$ cat src/rtl/rs_pkg.sv
`default_nettype none

package rs_pkg;

    // widths of the rv32i data path and of the reorder buffer tags
    localparam int xlen = 32;
    localparam int rob_tag_w = 3;

    // one station per functional unit class, class 0 is the alu and class 1 the multiplier
    localparam int num_stations = 2;
    localparam int station_depth = 4;

    // an entry's age counts the older entries still held in its station
    localparam int age_w = 2;

    // derived widths for slot indices, occupancy counts and station indices
    localparam int slot_w = $clog2(station_depth);
    localparam int count_w = $clog2(station_depth + 1);
    localparam int station_idx_w = (num_stations > 1) ? $clog2(num_stations) : 1;

    typedef logic [xlen-1:0] word_t;
    typedef logic [rob_tag_w-1:0] rob_tag_t;

    // selects the reservation station, and so the functional unit, of an instruction
    typedef logic fu_class_t;

    typedef enum logic [3:0] {
        op_add  = 4'd0,
        op_sub  = 4'd1,
        op_and  = 4'd2,
        op_or   = 4'd3,
        op_xor  = 4'd4,
        op_sll  = 4'd5,
        op_srl  = 4'd6,
        op_sra  = 4'd7,
        op_slt  = 4'd8,
        op_sltu = 4'd9,
        op_mul  = 4'd10,
        op_mulh = 4'd11
    } alu_op_t;

    // a source operand word, read as a value once ready and as the producer's tag before
    // the ready bit that travels beside it tells which of the two views is valid
    typedef union packed {
        word_t value;
        struct packed {
            logic [xlen-rob_tag_w-1:0] pad;
            rob_tag_t                  tag;
        } pending;
    } operand_u;

    // one renamed instruction as held in a station slot
    typedef struct packed {
        alu_op_t  op;
        rob_tag_t dest;
        operand_u src1;
        operand_u src2;
        logic     src1_ready;
        logic     src2_ready;
    } rs_entry_t;

endpackage

`default_nettype wire
$ cat src/rtl/rs_dispatch_if.sv
`timescale 1ns/1ps
`default_nettype none

// carries one dispatched entry from the router into a single reservation station
interface rs_dispatch_if
    import rs_pkg::*;
();

    // one-cycle write strobe, the station stores entry on every edge where it is high
    logic valid;

    // the assembled entry with any same-cycle broadcast already folded in
    rs_entry_t entry;

    // level from the station, high while every slot is occupied
    logic full;

    // the router only raises valid while full is low
    modport router (
        output valid,
        output entry,
        input  full
    );

    modport station (
        input  valid,
        input  entry,
        output full
    );

endinterface

`default_nettype wire

$ cat src/rtl/reservation_station.sv
`timescale 1ns/1ps
`default_nettype none

module reservation_station
    import rs_pkg::*;
(
    input  logic           clk,
    input  logic           rst,
    rs_dispatch_if.station disp,
    input  logic           cdb_valid,
    input  rob_tag_t       cdb_tag,
    input  word_t          cdb_value,
    output logic           req,
    output rs_entry_t      sel_entry,
    input  logic           grant
);

    // slot storage with a valid bit and an age beside each payload
    rs_entry_t                entries [station_depth];
    logic [station_depth-1:0] slot_valid;
    logic [age_w-1:0]         slot_age [station_depth];

    logic [station_depth-1:0] slot_ready;
    logic [slot_w-1:0]        free_idx;
    logic [slot_w-1:0]        sel_idx;
    logic                     sel_found;
    logic [count_w-1:0]       valid_count;
    logic [age_w-1:0]         new_age;

    // count the occupied slots and find the lowest free one
    // scanning downwards leaves the lowest free index in free_idx
    always_comb begin
        valid_count = '0;
        free_idx    = '0;
        for (int i = station_depth - 1; i >= 0; i--) begin
            if (slot_valid[i]) begin
                valid_count = valid_count + 1'b1;
            end else begin
                free_idx = slot_w'(i);
            end
        end
    end

    // an entry may issue once both of its sources hold values
    always_comb begin
        for (int i = 0; i < station_depth; i++) begin
            slot_ready[i] = slot_valid[i] && entries[i].src1_ready && entries[i].src2_ready;
        end
    end

    // pick the oldest ready entry
    // ages are unique among valid slots so the smallest age is the oldest instruction
    always_comb begin
        sel_found = 1'b0;
        sel_idx   = '0;
        for (int i = 0; i < station_depth; i++) begin
            if (slot_ready[i] && (!sel_found || (slot_age[i] < slot_age[sel_idx]))) begin
                sel_found = 1'b1;
                sel_idx   = slot_w'(i);
            end
        end
    end

    // the request is a level straight from the stored state
    // and the selected entry stays put until the arbiter grants it
    assign req       = sel_found;
    assign sel_entry = entries[sel_idx];

    assign disp.full = (valid_count == count_w'(station_depth));

    // a new entry is younger than every entry that stays past this edge
    // so an entry leaving on the same edge is not counted
    assign new_age = age_w'(valid_count - count_w'(grant));

    // slot occupancy and ages
    always_ff @(posedge clk) begin
        if (rst) begin
            slot_valid <= '0;
            for (int i = 0; i < station_depth; i++) begin
                slot_age[i] <= '0;
            end
        end else begin
            // entries younger than the one leaving move one step up
            // which keeps the ages dense and the order exact
            if (grant) begin
                for (int i = 0; i < station_depth; i++) begin
                    if (slot_valid[i] && (slot_age[i] > slot_age[sel_idx])) begin
                        slot_age[i] <= slot_age[i] - 1'b1;
                    end
                end
                slot_valid[sel_idx] <= 1'b0;
            end
            // the router never writes while full, so free_idx points at an empty slot
            if (disp.valid) begin
                slot_valid[free_idx] <= 1'b1;
                slot_age[free_idx]   <= new_age;
            end
        end
    end

    // payload write and wakeup
    always_ff @(posedge clk) begin
        for (int i = 0; i < station_depth; i++) begin
            if (slot_valid[i] && cdb_valid) begin
                // a waiting source whose producer tag is on the bus takes the value
                if (!entries[i].src1_ready && (entries[i].src1.pending.tag == cdb_tag)) begin
                    entries[i].src1.value <= cdb_value;
                    entries[i].src1_ready <= 1'b1;
                end
                if (!entries[i].src2_ready && (entries[i].src2.pending.tag == cdb_tag)) begin
                    entries[i].src2.value <= cdb_value;
                    entries[i].src2_ready <= 1'b1;
                end
            end
        end
        // the free slot is invalid, so the wakeup above never touches it
        if (disp.valid) begin
            entries[free_idx] <= disp.entry;
        end
    end

endmodule

`default_nettype wire

$ cat src/flat_wrapper.sv
// flat-port wrapper written by rule: the top's interface ports become plain ports
module reservation_station_flat import rs_pkg::*;
  (clk, rst, cdb_valid, cdb_tag, cdb_value, req, sel_entry, grant, disp_valid, disp_entry, disp_full);
  rs_dispatch_if disp_i ();
  input  logic clk;
  input  logic rst;
  input  logic cdb_valid;
  input  rob_tag_t cdb_tag;
  input  word_t cdb_value;
  output logic req;
  output rs_entry_t sel_entry;
  input  logic grant;
  input wire logic [$bits(disp_i.valid)-1:0] disp_valid;
  input wire logic [$bits(disp_i.entry)-1:0] disp_entry;
  output wire logic [$bits(disp_i.full)-1:0] disp_full;
  assign disp_i.valid = disp_valid;
  assign disp_i.entry = disp_entry;
  assign disp_full = disp_i.full;
  reservation_station u_core (.clk(clk), .rst(rst), .disp(disp_i), .cdb_valid(cdb_valid), .cdb_tag(cdb_tag), .cdb_value(cdb_value), .req(req), .sel_entry(sel_entry), .grant(grant));
endmodule
$ cat config.mk
export PLATFORM = sky130hd
export DESIGN_NAME = reservation_station_flat
export DESIGN_NICKNAME = d
export VERILOG_FILES = /design/src/rtl/rs_pkg.sv /design/src/rtl/rs_dispatch_if.sv /design/src/rtl/reservation_station.sv /design/src/flat_wrapper.sv
export SDC_FILE = /design/constraint.sdc
export NUM_CORES = 1
export LEC_CHECK = 0
export BUFFER_PORTS_ARGS = -buffer_cell sky130_fd_sc_hd__buf_2
export CAP_MARGIN = 40
export CORE_ASPECT_RATIO = 0.75
export CORE_UTILIZATION = 60
export CTS_CLUSTER_DIAMETER = 120
export DETAILED_ROUTE_END_ITERATION = 8
export HOLD_SLACK_MARGIN = 0.1
export PLACE_DENSITY = 0.84
export SYNTH_ARGS = -nofsm -noshare
export SYNTH_HDL_FRONTEND = slang
export SYNTH_SLANG_ARGS = --single-unit
$ cat constraint.sdc
create_clock -name clk -period 11.4 [get_ports clk]
set_clock_uncertainty 0.2 [all_clocks]
set_input_delay 0.57 -clock clk [delete_from_list [all_inputs] [get_ports clk]]
set_output_delay 0.57 -clock clk [all_outputs]
set_load 0.01 [all_outputs]
### Word level (Yosys, flattened, before mapping)

Memories as Yosys holds them, arrays and structs flattened.
Index checks and enable logic that the tools add are counted.

* register bits after elaboration: 4
* latch bits: 0
* bits in writable memories: 300
* memory bits (read-only): 0
* input bits: 113
* output and inout bits: 75
* logic and storage cells: 153
* memories: 2

* add/subtract/negate cells: 8
* multiply operators: 0
* div/mod/pow operators: 0
* magnitude comparators: 11
* equal/unequal tests: 9
* shift-type cells: 0
* mux-type cells: 72
* bitwise gates (word level): 7
* reduce and logical (&&, ||, !) cells: 43

Memory list
* u_core.entries: depth 4, bits a word 73, read ports 5, clocked after memory_dff 0, wr ports 5, RTL line reservation_station.sv:19 `rs_entry_t entries [station_depth];`
* u_core.slot_age: depth 4, bits a word 2, read ports 7, clocked after memory_dff 0, wr ports 5, RTL line reservation_station.sv:21 `logic [age_w-1:0] slot_age [station_depth];`

Operators by type and width (count)
* 1-bit two-way mux: 54
* 1-bit logical AND: 29
* 3-bit equality test: 8
* 2-bit two-way mux: 10
* 4-bit two-way mux: 3
* 1-bit logical NOT: 11
* 3-bit two-way mux: 3
* 2-bit > comparator: 4
* 2-bit by 1-bit subtractor with 2-bit output (second input constant): 4
* 3-bit by 1-bit adder with 3-bit output (second input constant): 2
* 2-bit less-than comparator: 3
* 2-bit by 3-bit less-than comparator with 1-bit output (second input constant): 2
* 4-bit AND: 1
* 1-bit demux with 2-bit select: 2
* 2-bit by 1-bit >= comparator with 1-bit output (second input constant): 2
* 4-bit NOT: 1
* 1-bit bitwise OR: 4
* 4-bit bitwise OR: 1
* 3-bit equality test (second input constant): 1
* 1-bit logical OR: 3
* 1-bit by 1-bit adder with 2-bit output (second input constant): 1
* 2-bit by 1-bit subtractor with 2-bit output: 1

### Longest topological paths before layout

Gate-level depths: netlist (run 1).
An unclocked memory read counts as a cell.

* word-level depth: 28
* gate-level depth with buffers: 27
* mapped depth without buffers: 23

### Least setup slack after synthesis (run 1)

OpenSTA, ideal clock, no wires.

* path kind: in2reg
* start point: in cdb_tag[0]
* end point: mem u_core.entries[0][10] (netlist bit) (enable)
* setup time: 0.514 ns
* arrival: 4.567 ns
* slack: 6.118 ns
* cell stages on the path: 4
* path through: clkbuf_1 > xnor2_1 > nand3_1 > o41ai_1

RTL lines
* from (decl): RTL line flat_wrapper.sv:8 `input rob_tag_t cdb_tag;`
* to (decl): RTL line reservation_station.sv:19

==> results.toml, run 1 <==
[pwr]
combPwrFrac = 0.116
clkPwrFrac = 0.374
power_leakage_nw = 7.030
swShare = 0.2486
intPower_mw = 1.922
seq_power_share = 0.510
ir_drop_mv = 0.1338
p_switching_mw = 0.6360
power.total_mw = 2.558
power_density_mw_per_mm2 = 147.3

[critical_path]
crit_cells = 19
cp_slowest_stage_delay_ps = 660
critPathLaunchType = "register"
worstPathArrival_ps = 6580
path_max_fanout = 68
slowest_stage = "dfxtp_1"
r2r_slack_ps = 4700
worst_r2r_endpoint = "u_core.slot_age[0][1]$_DFFE_PP_"
cp-startpoint = "u_core.slot_valid[0]$_SDFF_PP0_"
path_class = "reg -> out"
cp_top_family = "compound AO/OA/AOI/OAI gates"
crit_end = "sel_entry[56]"
path_cells = "nand3_1 -> a211o_1 -> and2_1 -> ha_1 -> nor3_1 -> a32o_4 -> buf_16 -> and2_4 -> nor2_1 -> ha_1 -> nor2_1 -> a31oi_1 -> nor2_1 -> a31o_4 -> buf_4 -> buf_16 -> a21oi_1 -> a221o_1 -> buf_2"
required_ps = 10630
endpoint_kind = "primary output"
cpMostUsedCell = "nor2_1"
crit_buf_inv = 4
rr_worst_depth = 20
r2r_start = "u_core.slot_valid[0]$_SDFF_PP0_"

[global_routing]
grt_pass1_wl_mm = 66.34
grt_overflow = 0
grt_pass1_vias = 12163
antenna_found_initial = 6
grt_use_total = 0.3370
grt_max_degree = 69

[synthesis]
syn_area_sq_mm = 0.01510
yosysMostFrequentCell = "nand2_1"
synth.area.top_cells = "edfxtp_1, nand2_1, a221o_1"
synth_cells = 1539
yosys_warnings = 0
synthMuxAreaShare = 0.0007458
synthAdderAreaFrac = 0.009944
synthArstFlopShare = 0
synthSimpleGateAreaFrac = 0.2304
synth_edf_count = 292
ys_seq_elements = 304
synth_xor_area_frac = 0.01798
syn_avg_cell_area_sq_um = 9.811
ys_types = 54
synth_top_family_by_area = "simple AND/OR/NAND/NOR gates"
ys_seq_area_frac = 0.5966
synth_ff_type = "edfxtp_1"
ys_top_cells_by_count = "nand2_1, edfxtp_1, nand3_1"
syn_nets = 1664
yosysTopAreaCellShare = 0.5807
yosysTopAreaCell = "edfxtp_1"
synth_compound_area_frac = 0.1083

[floorplan]
core_sq_mm = 0.02434
io_pins = 188
die-height_microns = 139.4
die_w_microns = 185.2
start_util = 0.6204
fp-row-count = 49
fp.dieArea_sq_mm = 0.02581

[final_layout]
layout-drive-gt1-share = 0.1697
syn_to_final_growth_pct = 14.99
final_nets = 1819
nFillCells = 1727

[sta]
setup_violations = 0
relSlewSlack = 0.4697
fin_crit_sh = 0.6443
fmax_mhz = 136.1
tns_ps = 0
hold_viol = 0
worst_slew_pin_slew_ps = 795.5
drv_slew = 0
period_needed_ps = 7345
rsz0062_at_grt = "false"

[placed_design]
dpl.hpwl_mm = 27.77
routabilityCongestion = 0.9315
io_buffers = 187

[drt]
wl_per_cell_microns = 21.38
viasPerCell = 6.246
ant_nets = 0
remaining_drc_errors = 0
vias = 12798
first_pass_iters = 6
routed_wl_mm = 43.80
drtIter0Drc = 1774

[clocking]
clk_pin_slew_ps = 70
post_cts_buffers = 0
cts_tree = "yes"
cts_sinks = 304
clk_latency_ps = 550
root_buffer = "clkbuf_16"
cts_buffers = 29
clk_path_buf_depth = 3
cts_max_level = 1

[min_path]
hold_path.class = "in -> reg"

[status]
outcome = "finished, final reports clean"

[job]
drv_cap = 0
[metrics by stage]
stage	area (sq um)	utilization	worst slack, ps	hold slack (ps)	std cells
2_1_floorplan	15100	-	6118	260.1	1539
3_3_place_gp	16270	0.6683	4260	295.5	1983
3_5_place_dp	16370	0.6725	4763	314.8	1987
4_1_cts	17360	0.7131	4147	115.0	2046
5_1_grt	17360	0.7131	3729	132.8	2046
6_report	17360	0.7134	4055	132.8	2049
[tightest hold or removal path: stages]
cell and delay (ps):
buf_2 120, nand2_1 50, nand2_1 50
[metal layers]
| metal | vias to the layer above | wire (microns) | GRT usage |
|---|---|---|---|
| met1 | 5972 | 16480 | 0.4651 |
| met3 | 122 | 5792 | 0.07433 |
| met4 | 6 | 1247 | 0.1196 |
| met2 | 986 | 20240 | 0.5279 |
| met5 | - | 40 | 0 |
| li1 | 5712 | - | - |
[state kept, by name, summed over array words and instances, names as in the netlist]
name               cells
u_core.entries       292
u_core.slot_age        8
u_core.slot_valid      4
[power groups by stage]
stage | clock network [mW] | logic, mW | registers, mW
2_1_floorplan | 0 | 0.172 | 1.32
3_3_place_gp | 0 | 0.275 | 1.33
3_5_place_dp | 0 | 0.288 | 1.33
4_1_cts | 0.957 | 0.293 | 1.30
5_1_grt | 0.992 | 0.323 | 1.31
6_report | 0.956 | 0.297 | 1.31
[cell type report]
type | instances | area, sq um | area share
Antenna cell | 3 | 7.507 | 0.0004324
Clock inverter | 17 | 167.7 | 0.009656
Sequential cell | 304 | 9009 | 0.5188
Inverter | 15 | 56.30 | 0.003243
Clock buffer | 35 | 748.2 | 0.04309
Multi-Input combinational cell | 1119 | 5649 | 0.3254
Timing Repair Buffer | 225 | 1311 | 0.07552
Tap cell | 331 | 414.1 | 0.02385
[how the worst min path moves through the flow]
stage,from,to,slack (ps),cells after the start
after floorplan,u_core.entries[3][0]$_DFF_P_,u_core.entries[3][0]$_DFF_P_,260,1
after global placement,u_core.entries[3][1]$_DFF_P_,u_core.entries[3][1]$_DFF_P_,300,1
after detailed placement,u_core.entries[3][1]$_DFF_P_,u_core.entries[3][1]$_DFF_P_,310,1
after CTS,disp_entry[56],u_core.entries[1][56]$_DFFE_PP_,110,3
after global routing,disp_entry[63],u_core.entries[1][63]$_DFFE_PP_,130,3
final,disp_entry[52],u_core.entries[2][52]$_DFFE_PP_,130,3
[cells by family after synthesis]
family / count (synthesis)
fa+ha+maj: 12
simple gates: 868
xor+xnor: 31
compound gates: 207
mux: 1
flops: 304
buf+inv: 116
[placed cells by master, fill, tap and decap left out, types with 4 or more instances in the layout]
cell	netlist	layout
a21oi_1	79	79
o21ai_0	8	8
o22ai_1	4	4
a221o_1	71	71
buf_2	15	187
xor2_1	22	22
nand2b_1	5	5
buf_4	0	27
clkbuf_16	0	29
o41ai_2	5	13
ha_1	12	12
xnor2_1	9	9
nand2_1	733	731
dfxtp_1	12	12
edfxtp_1	292	292
inv_1	12	11
nand3_1	84	84
clkbuf_1	59	6
clkinv_1	3	9
or3_1	4	4
o22a_1	8	8
inv_2	0	4
dlygate4sd3_1	0	7
nor2_1	18	17
[what timing repair did]
action	in CTS	in global routing
resized for setup	0	0
hold buffers	7	0
hold endpoints to repair	28	0
Note: power is estimated with default switching activity, not from simulation.
==> run 2, diff against run 1 <==
--- a/config.mk
+++ b/config.mk
@@ -8,11 +8,11 @@
 export BUFFER_PORTS_ARGS = -buffer_cell sky130_fd_sc_hd__buf_2
 export CAP_MARGIN = 40
 export CORE_ASPECT_RATIO = 0.75
-export CORE_UTILIZATION = 60
+export CORE_UTILIZATION = 53
 export CTS_CLUSTER_DIAMETER = 120
 export DETAILED_ROUTE_END_ITERATION = 8
 export HOLD_SLACK_MARGIN = 0.1
-export PLACE_DENSITY = 0.84
+export PLACE_DENSITY = 0.79
 export SYNTH_ARGS = -nofsm -noshare
 export SYNTH_HDL_FRONTEND = slang
 export SYNTH_SLANG_ARGS = --single-unit
==> constraint.sdc (replaced) <==
create_clock -name clk -period 6.7 [get_ports clk]
set_clock_uncertainty 0.2 [all_clocks]
set_input_delay 0.335 -clock clk [delete_from_list [all_inputs] [get_ports clk]]
set_output_delay 0.335 -clock clk [all_outputs]
set_load 0.01 [all_outputs]
==> run 2 against run 1 <==
Compared with the run above:
- combinational power up 99%
- clock power rose by 69%
- final cell count grew 9.5%
- critical path depth shrank 1
- design area is 8.4% higher
- core utilization is 4.1 points lower
- first-iteration DRC count decreased by 8.6%
- wire length is 6.8% higher
- global-route usage shrank 1.9 points
- via count rose by 4.5%
- worst setup slack worse by 3900 ps
==> results.toml, run 2 (synthesized netlist as in run 1, its figures left out) <==
[critical_path]
cp_slowest_stage_delay_ps = 680
r2r_start = "u_core.slot_valid[0]$_SDFF_PP0_"
cpMostUsedCell = "nor2_1"
path_cells = "nand3_1 -> a211o_1 -> and2_1 -> ha_1 -> nor3_1 -> a32o_4 -> and2_4 -> nor2_1 -> ha_1 -> nor2_1 -> a31oi_1 -> nor2_1 -> a31o_4 -> buf_12 -> nor3_4 -> buf_4 -> a221o_1 -> buf_2"
worstPathArrival_ps = 6010
rr_worst_depth = 19
slowest_stage = "dfxtp_1"
path_max_fanout = 156
cp-startpoint = "u_core.slot_valid[0]$_SDFF_PP0_"
path_class = "reg -> out"
required_ps = 6160
endpoint_kind = "primary output"
critPathLaunchType = "register"

[final_layout]
syn_to_final_growth_pct = 24.64
final_core_utilization = 0.6725
layout-drive-gt1-share = 0.1588
layout_commonest_cell = "nand2_1"
largest_register_ffs = 292
nFillCells = 2071
final_nets = 1960
top_regs = "u_core.entries (292), u_core.slot_age (8), u_core.slot_valid (4)"
antenna_cells = 0
top_register = "u_core.entries"
final_cell_mix = "nand2_1, edfxtp_1, buf_2, dlygate4sd3_1, nand3_1"

[sta]
tns_ps = 0
fmax_mhz = 152.8
worst_slew_pin_slew_ps = 999.5
fin_crit_sh = 0.9765
setup_violations = 0
rsz0062_at_grt = "false"
period_needed_ps = 6543
relSlewSlack = 0.3337
drv_slew = 0
hold_viol = 0

[drt]
drtIter0Drc = 1621
first_pass_iters = 5
ant_nets = 0
viasPerCell = 5.964
remaining_drc_errors = 0
vias = 13377
wl_per_cell_microns = 20.86
routed_wl_mm = 46.79

[clocking]
clk_pin_slew_ps = 60
post_cts_resized = 0
clk_path_buf_depth = 3
cts_tree = "yes"
post_cts_buffers = 0
cts_sinks = 304
cts_buffers = 30
clk_latency_ps = 550
root_buffer = "clkbuf_16"
cts_max_level = 1

[placed_design]
dpl.hpwl_mm = 27.45
io_buffers = 187
routabilityCongestion = 0.9089

[pwr]
power_leakage_nw = 7.641
combPwrFrac = 0.134
p_switching_mw = 1.102
ir_drop_mv = 0.1896
swShare = 0.2487
clkPwrFrac = 0.365
seq_power_share = 0.501
power.total_mw = 4.430
intPower_mw = 3.329
power_density_mw_per_mm2 = 235.4

[floorplan]
fp-row-count = 53
fp.dieArea_sq_mm = 0.02918
die-height_microns = 148.2
core_sq_mm = 0.02798
start_util = 0.5396
io_pins = 188
die_w_microns = 196.9

[global_routing]
grt_max_degree = 157
grt_pass1_wl_mm = 71.22
grt_pass1_vias = 12814
grt_overflow = 0
antenna_found_initial = 0
grt_use_total = 0.3182

[status]
outcome = "finished, final reports clean"

[min_path]
min_from = "grant"
min_delay_path_depth = 4
hold_path.class = "in -> reg"

[job]
drv_cap = 0
-- run 2: through the flow --
stage | std cells | worst slack, ps | cell area, sq um | hold slack, ps
2_1_floorplan | 1539 | 1520 | 15100 | 233.9
3_3_place_gp | 2038 | 1125 | 16370 | 300.8
3_5_place_dp | 2042 | 1027 | 16430 | 304.6
4_1_cts | 2243 | 411.0 | 18820 | 116.8
5_1_grt | 2243 | 6.418 | 18820 | 159.8
6_report | 2243 | 157.2 | 18820 | 132.5
-- run 2: power by group through the flow --
| stage | logic, mW | clock network [mW] | registers, mW |
|---|---|---|---|
| 3_5_place_dp | 0.499 | 0 | 2.26 |
| 6_report | 0.592 | 1.62 | 2.22 |
| 3_3_place_gp | 0.483 | 0 | 2.25 |
| 4_1_cts | 0.575 | 1.62 | 2.22 |
| 5_1_grt | 0.640 | 1.70 | 2.22 |
| 2_1_floorplan | 0.293 | 0 | 2.24 |
-- run 2: critical path: cells and delay by family (launching register included) --
family / cells / cell delay, ps
AO/OA/AOI/OAI: 5 / 1510
adder cells (fa/ha/maj): 2 / 530
buffers and inverters: 3 / 790
flip-flops: 1 / 680
AND/OR/NAND/NOR: 8 / 1620
-- run 2: layer usage --
metal,part of all wire,global-route usage,up-vias,routed length [microns]
met5,0,0,-,0
met4,0.028,0.1039,0,1328
met3,0.12,0.05488,118,5709
met2,0.47,0.5129,929,21860
met1,0.38,0.4405,6333,17890
li1,-,-,5997,-
-- run 2: final timing paths --
kind                                           to  slack, ps
hold reg to reg      u_core.entries[3][0]$_DFF_P_        330
hold / removal    u_core.slot_valid[0]$_SDFF_PP0_        130
setup / recovery                    sel_entry[44]        160
setup reg to reg  u_core.slot_age[0][1]$_DFFE_PP_        900
-- run 2: what timing repair did --
| action | 4_1_cts | 5_1_grt |
|---|---|---|
| hold buffers | 146 | 0 |
| endpoints found under the setup margin | 0 | 0 |
| endpoints found under the hold margin | 296 | 0 |
-- run 2: layout make-up --
class,count,area (sq um),share of cell area
inverters,15,56.30,0.002992
clock inverters,11,78.83,0.004189
flip-flops and latches,304,9009,0.4787
well taps,385,481.7,0.02560
repair buffers,365,2700,0.1435
clock buffers,44,844.6,0.04488
multi-input cells,1119,5649,0.3002
==> run 3, diff against run 2 <==
--- a/config.mk
+++ b/config.mk
@@ -8,11 +8,12 @@
 export BUFFER_PORTS_ARGS = -buffer_cell sky130_fd_sc_hd__buf_2
 export CAP_MARGIN = 40
 export CORE_ASPECT_RATIO = 0.75
-export CORE_UTILIZATION = 53
+export CORE_UTILIZATION = 60
 export CTS_CLUSTER_DIAMETER = 120
 export DETAILED_ROUTE_END_ITERATION = 8
 export HOLD_SLACK_MARGIN = 0.1
-export PLACE_DENSITY = 0.79
+export MAX_ROUTING_LAYER = met4
+export PLACE_DENSITY = 0.84
 export SYNTH_ARGS = -nofsm -noshare
 export SYNTH_HDL_FRONTEND = slang
 export SYNTH_SLANG_ARGS = --single-unit
==> constraint.sdc (replaced) <==
create_clock -name clk -period 7.75 [get_ports clk]
set_clock_uncertainty 0.2 [all_clocks]
set_input_delay 0.3875 -clock clk [delete_from_list [all_inputs] [get_ports clk]]
set_output_delay 0.3875 -clock clk [all_outputs]
set_load 0.01 [all_outputs]
==> run 3 against run 2 <==
Compared with the run above:
- sequential power down 14%
- count of clock-buffer cells in the layout down 11
- combinational power down 12%
==> results.toml, run 3 (synthesized netlist as in run 1, its figures left out) <==
[floorplan]
io_pins = 188
fp-row-count = 49
start_util = 0.6204
die_w_microns = 185.2
die-height_microns = 139.4
fp.dieArea_sq_mm = 0.02581
core_sq_mm = 0.02434

[sta]
tns_ps = 0
setup_violations = 0
holdWs_ps = 125.1
period_needed_ps = 7102
worst_slew_pin_slew_ps = 951.1
fmax_mhz = 140.8
relSlewSlack = 0.3659
drv_slew = 0
rsz0062_at_grt = "false"
fin_crit_sh = 0.9164
hold_viol = 0

[final_layout]
layout_commonest_cell = "nand2_1"
top_register = "u_core.entries"
final_nets = 1965
layout-drive-gt1-share = 0.1605
final_cell_mix = "nand2_1, edfxtp_1, buf_2, dlygate4sd3_1, nand3_1"
largest_register_ffs = 292
syn_to_final_growth_pct = 25.17
nFillCells = 1450
top_regs = "u_core.entries (292), u_core.slot_age (8), u_core.slot_valid (4)"

[drt]
ant_nets = 0
vias = 14008
wl_per_cell_microns = 22.02
viasPerCell = 6.376
routed_wl_mm = 48.37
drtIter0Drc = 2131
first_pass_iters = 6
remaining_drc_errors = 0

[placed_design]
routabilityCongestion = 0.9469
io_buffers = 187
dpl.hpwl_mm = 27.32

[status]
outcome = "finished, final reports clean"

[critical_path]
worstPathArrival_ps = 6510
path_class = "reg -> out"
critPathLaunchType = "register"
path_max_fanout = 62
endpoint_kind = "primary output"
required_ps = 7160

[pwr]
p_switching_mw = 0.9730
swShare = 0.2440
combPwrFrac = 0.130
intPower_mw = 3.014
clkPwrFrac = 0.388
ir_drop_mv = 0.1607
power_density_mw_per_mm2 = 211.0
seq_power_share = 0.481
power_leakage_nw = 7.700

[global_routing]
grt_pass1_vias = 13768
grt_overflow = 0
gr-usage-met3 = 0.07537
busiest_layer = "met2"
grt_pass1_wl_mm = 74.72
antenna_found_initial = 3
grt_max_degree = 74
use_met1 = 0.5183
grt_use_total = 0.3911
grtUsageMet2 = 0.5952

[job]
drv_cap = 0

[min_path]
hold_path.class = "in -> reg"

[clocking]
clk_latency_ps = 560
clk_pin_slew_ps = 70
clk_path_buf_depth = 3
cts_max_level = 1
root_buffer = "clkbuf_16"
cts_buffers = 29
cts_tree = "yes"
post_cts_buffers = 0
cts_sinks = 304
-- run 3: layer usage --
layer | part of all wire | wire [microns]
met1 | 0.36 | 17420
met2 | 0.46 | 22070
met3 | 0.15 | 7113
met4 | 0.037 | 1774
met5 | 0 | 0
-- run 3: final cells by class --
cell class                      count  area [sq um]  share of cell area
Timing Repair Buffer              371          2735              0.1447
Sequential cell                   304          9009              0.4767
Clock buffer                       33         740.7             0.03919
Clock inverter                     21         287.8             0.01523
Inverter                           15         56.30            0.002979
Antenna cell                        3         7.507           0.0003972
Tap cell                          331         414.1             0.02191
Multi-Input combinational cell   1119          5649              0.2989
-- run 3: worst max-delay path: stages (launching register included) --
cell and delay [ps]:
dfxtp_1 690, nand3_1 320, a211o_1 400, and2_1 160, ha_1 240, nor3_1 410
a32o_4 600, and2_4 290, nor2_1 60, ha_1 310, nor2_1 90, a31oi_1 50
nor2_1 170, a31o_4 660, buf_4 600, buf_12 320, a21oi_1 90, a221o_1 310
buf_2 160
-- run 3: repair_timing --
item | in CTS | in global routing
hold endpoints to repair | 296 | 0
hold buffers | 154 | 0
gates resized for setup | 0 | 0
-- run 3: path summary, 6_finish.rpt --
check,end,from,slack (ps),depth (start not counted)
max,sel_entry[24],u_core.slot_valid[0]$_SDFF_PP0_,650,18
min,u_core.slot_valid[0]$_SDFF_PP0_,grant,130,4
max reg2reg,u_core.slot_age[0][1]$_DFFE_PP_,u_core.slot_valid[0]$_SDFF_PP0_,1070,19
min reg2reg,u_core.entries[2][1]$_DFF_P_,u_core.entries[2][1]$_DFF_P_,350,1
-- run 3: power by group through the flow --
stage	logic, mW	registers, mW	clock network (mW)
6_report	0.520	1.92	1.55
5_1_grt	0.556	1.92	1.61
4_1_cts	0.497	1.92	1.53
3_5_place_dp	0.426	1.95	0
3_3_place_gp	0.412	1.95	0
2_1_floorplan	0.253	1.94	0
-- run 3: through the flow --
| step | util | total power, mW | cell area (sq um) | worst slack, ps | instances |
|---|---|---|---|---|---|
| 6_report | 0.7765 | 3.987 | 18900 | 648.3 | 2197 |
| 5_1_grt | 0.7765 | 4.085 | 18900 | 292.0 | 2197 |
| 4_1_cts | 0.7762 | 3.949 | 18890 | 766.2 | 2194 |
| 3_5_place_dp | 0.6706 | 2.377 | 16320 | 1256 | 1986 |
| 3_3_place_gp | 0.6686 | 2.362 | 16270 | 1409 | 1984 |
| 2_1_floorplan | - | 2.193 | 15100 | 2570 | 1539 |
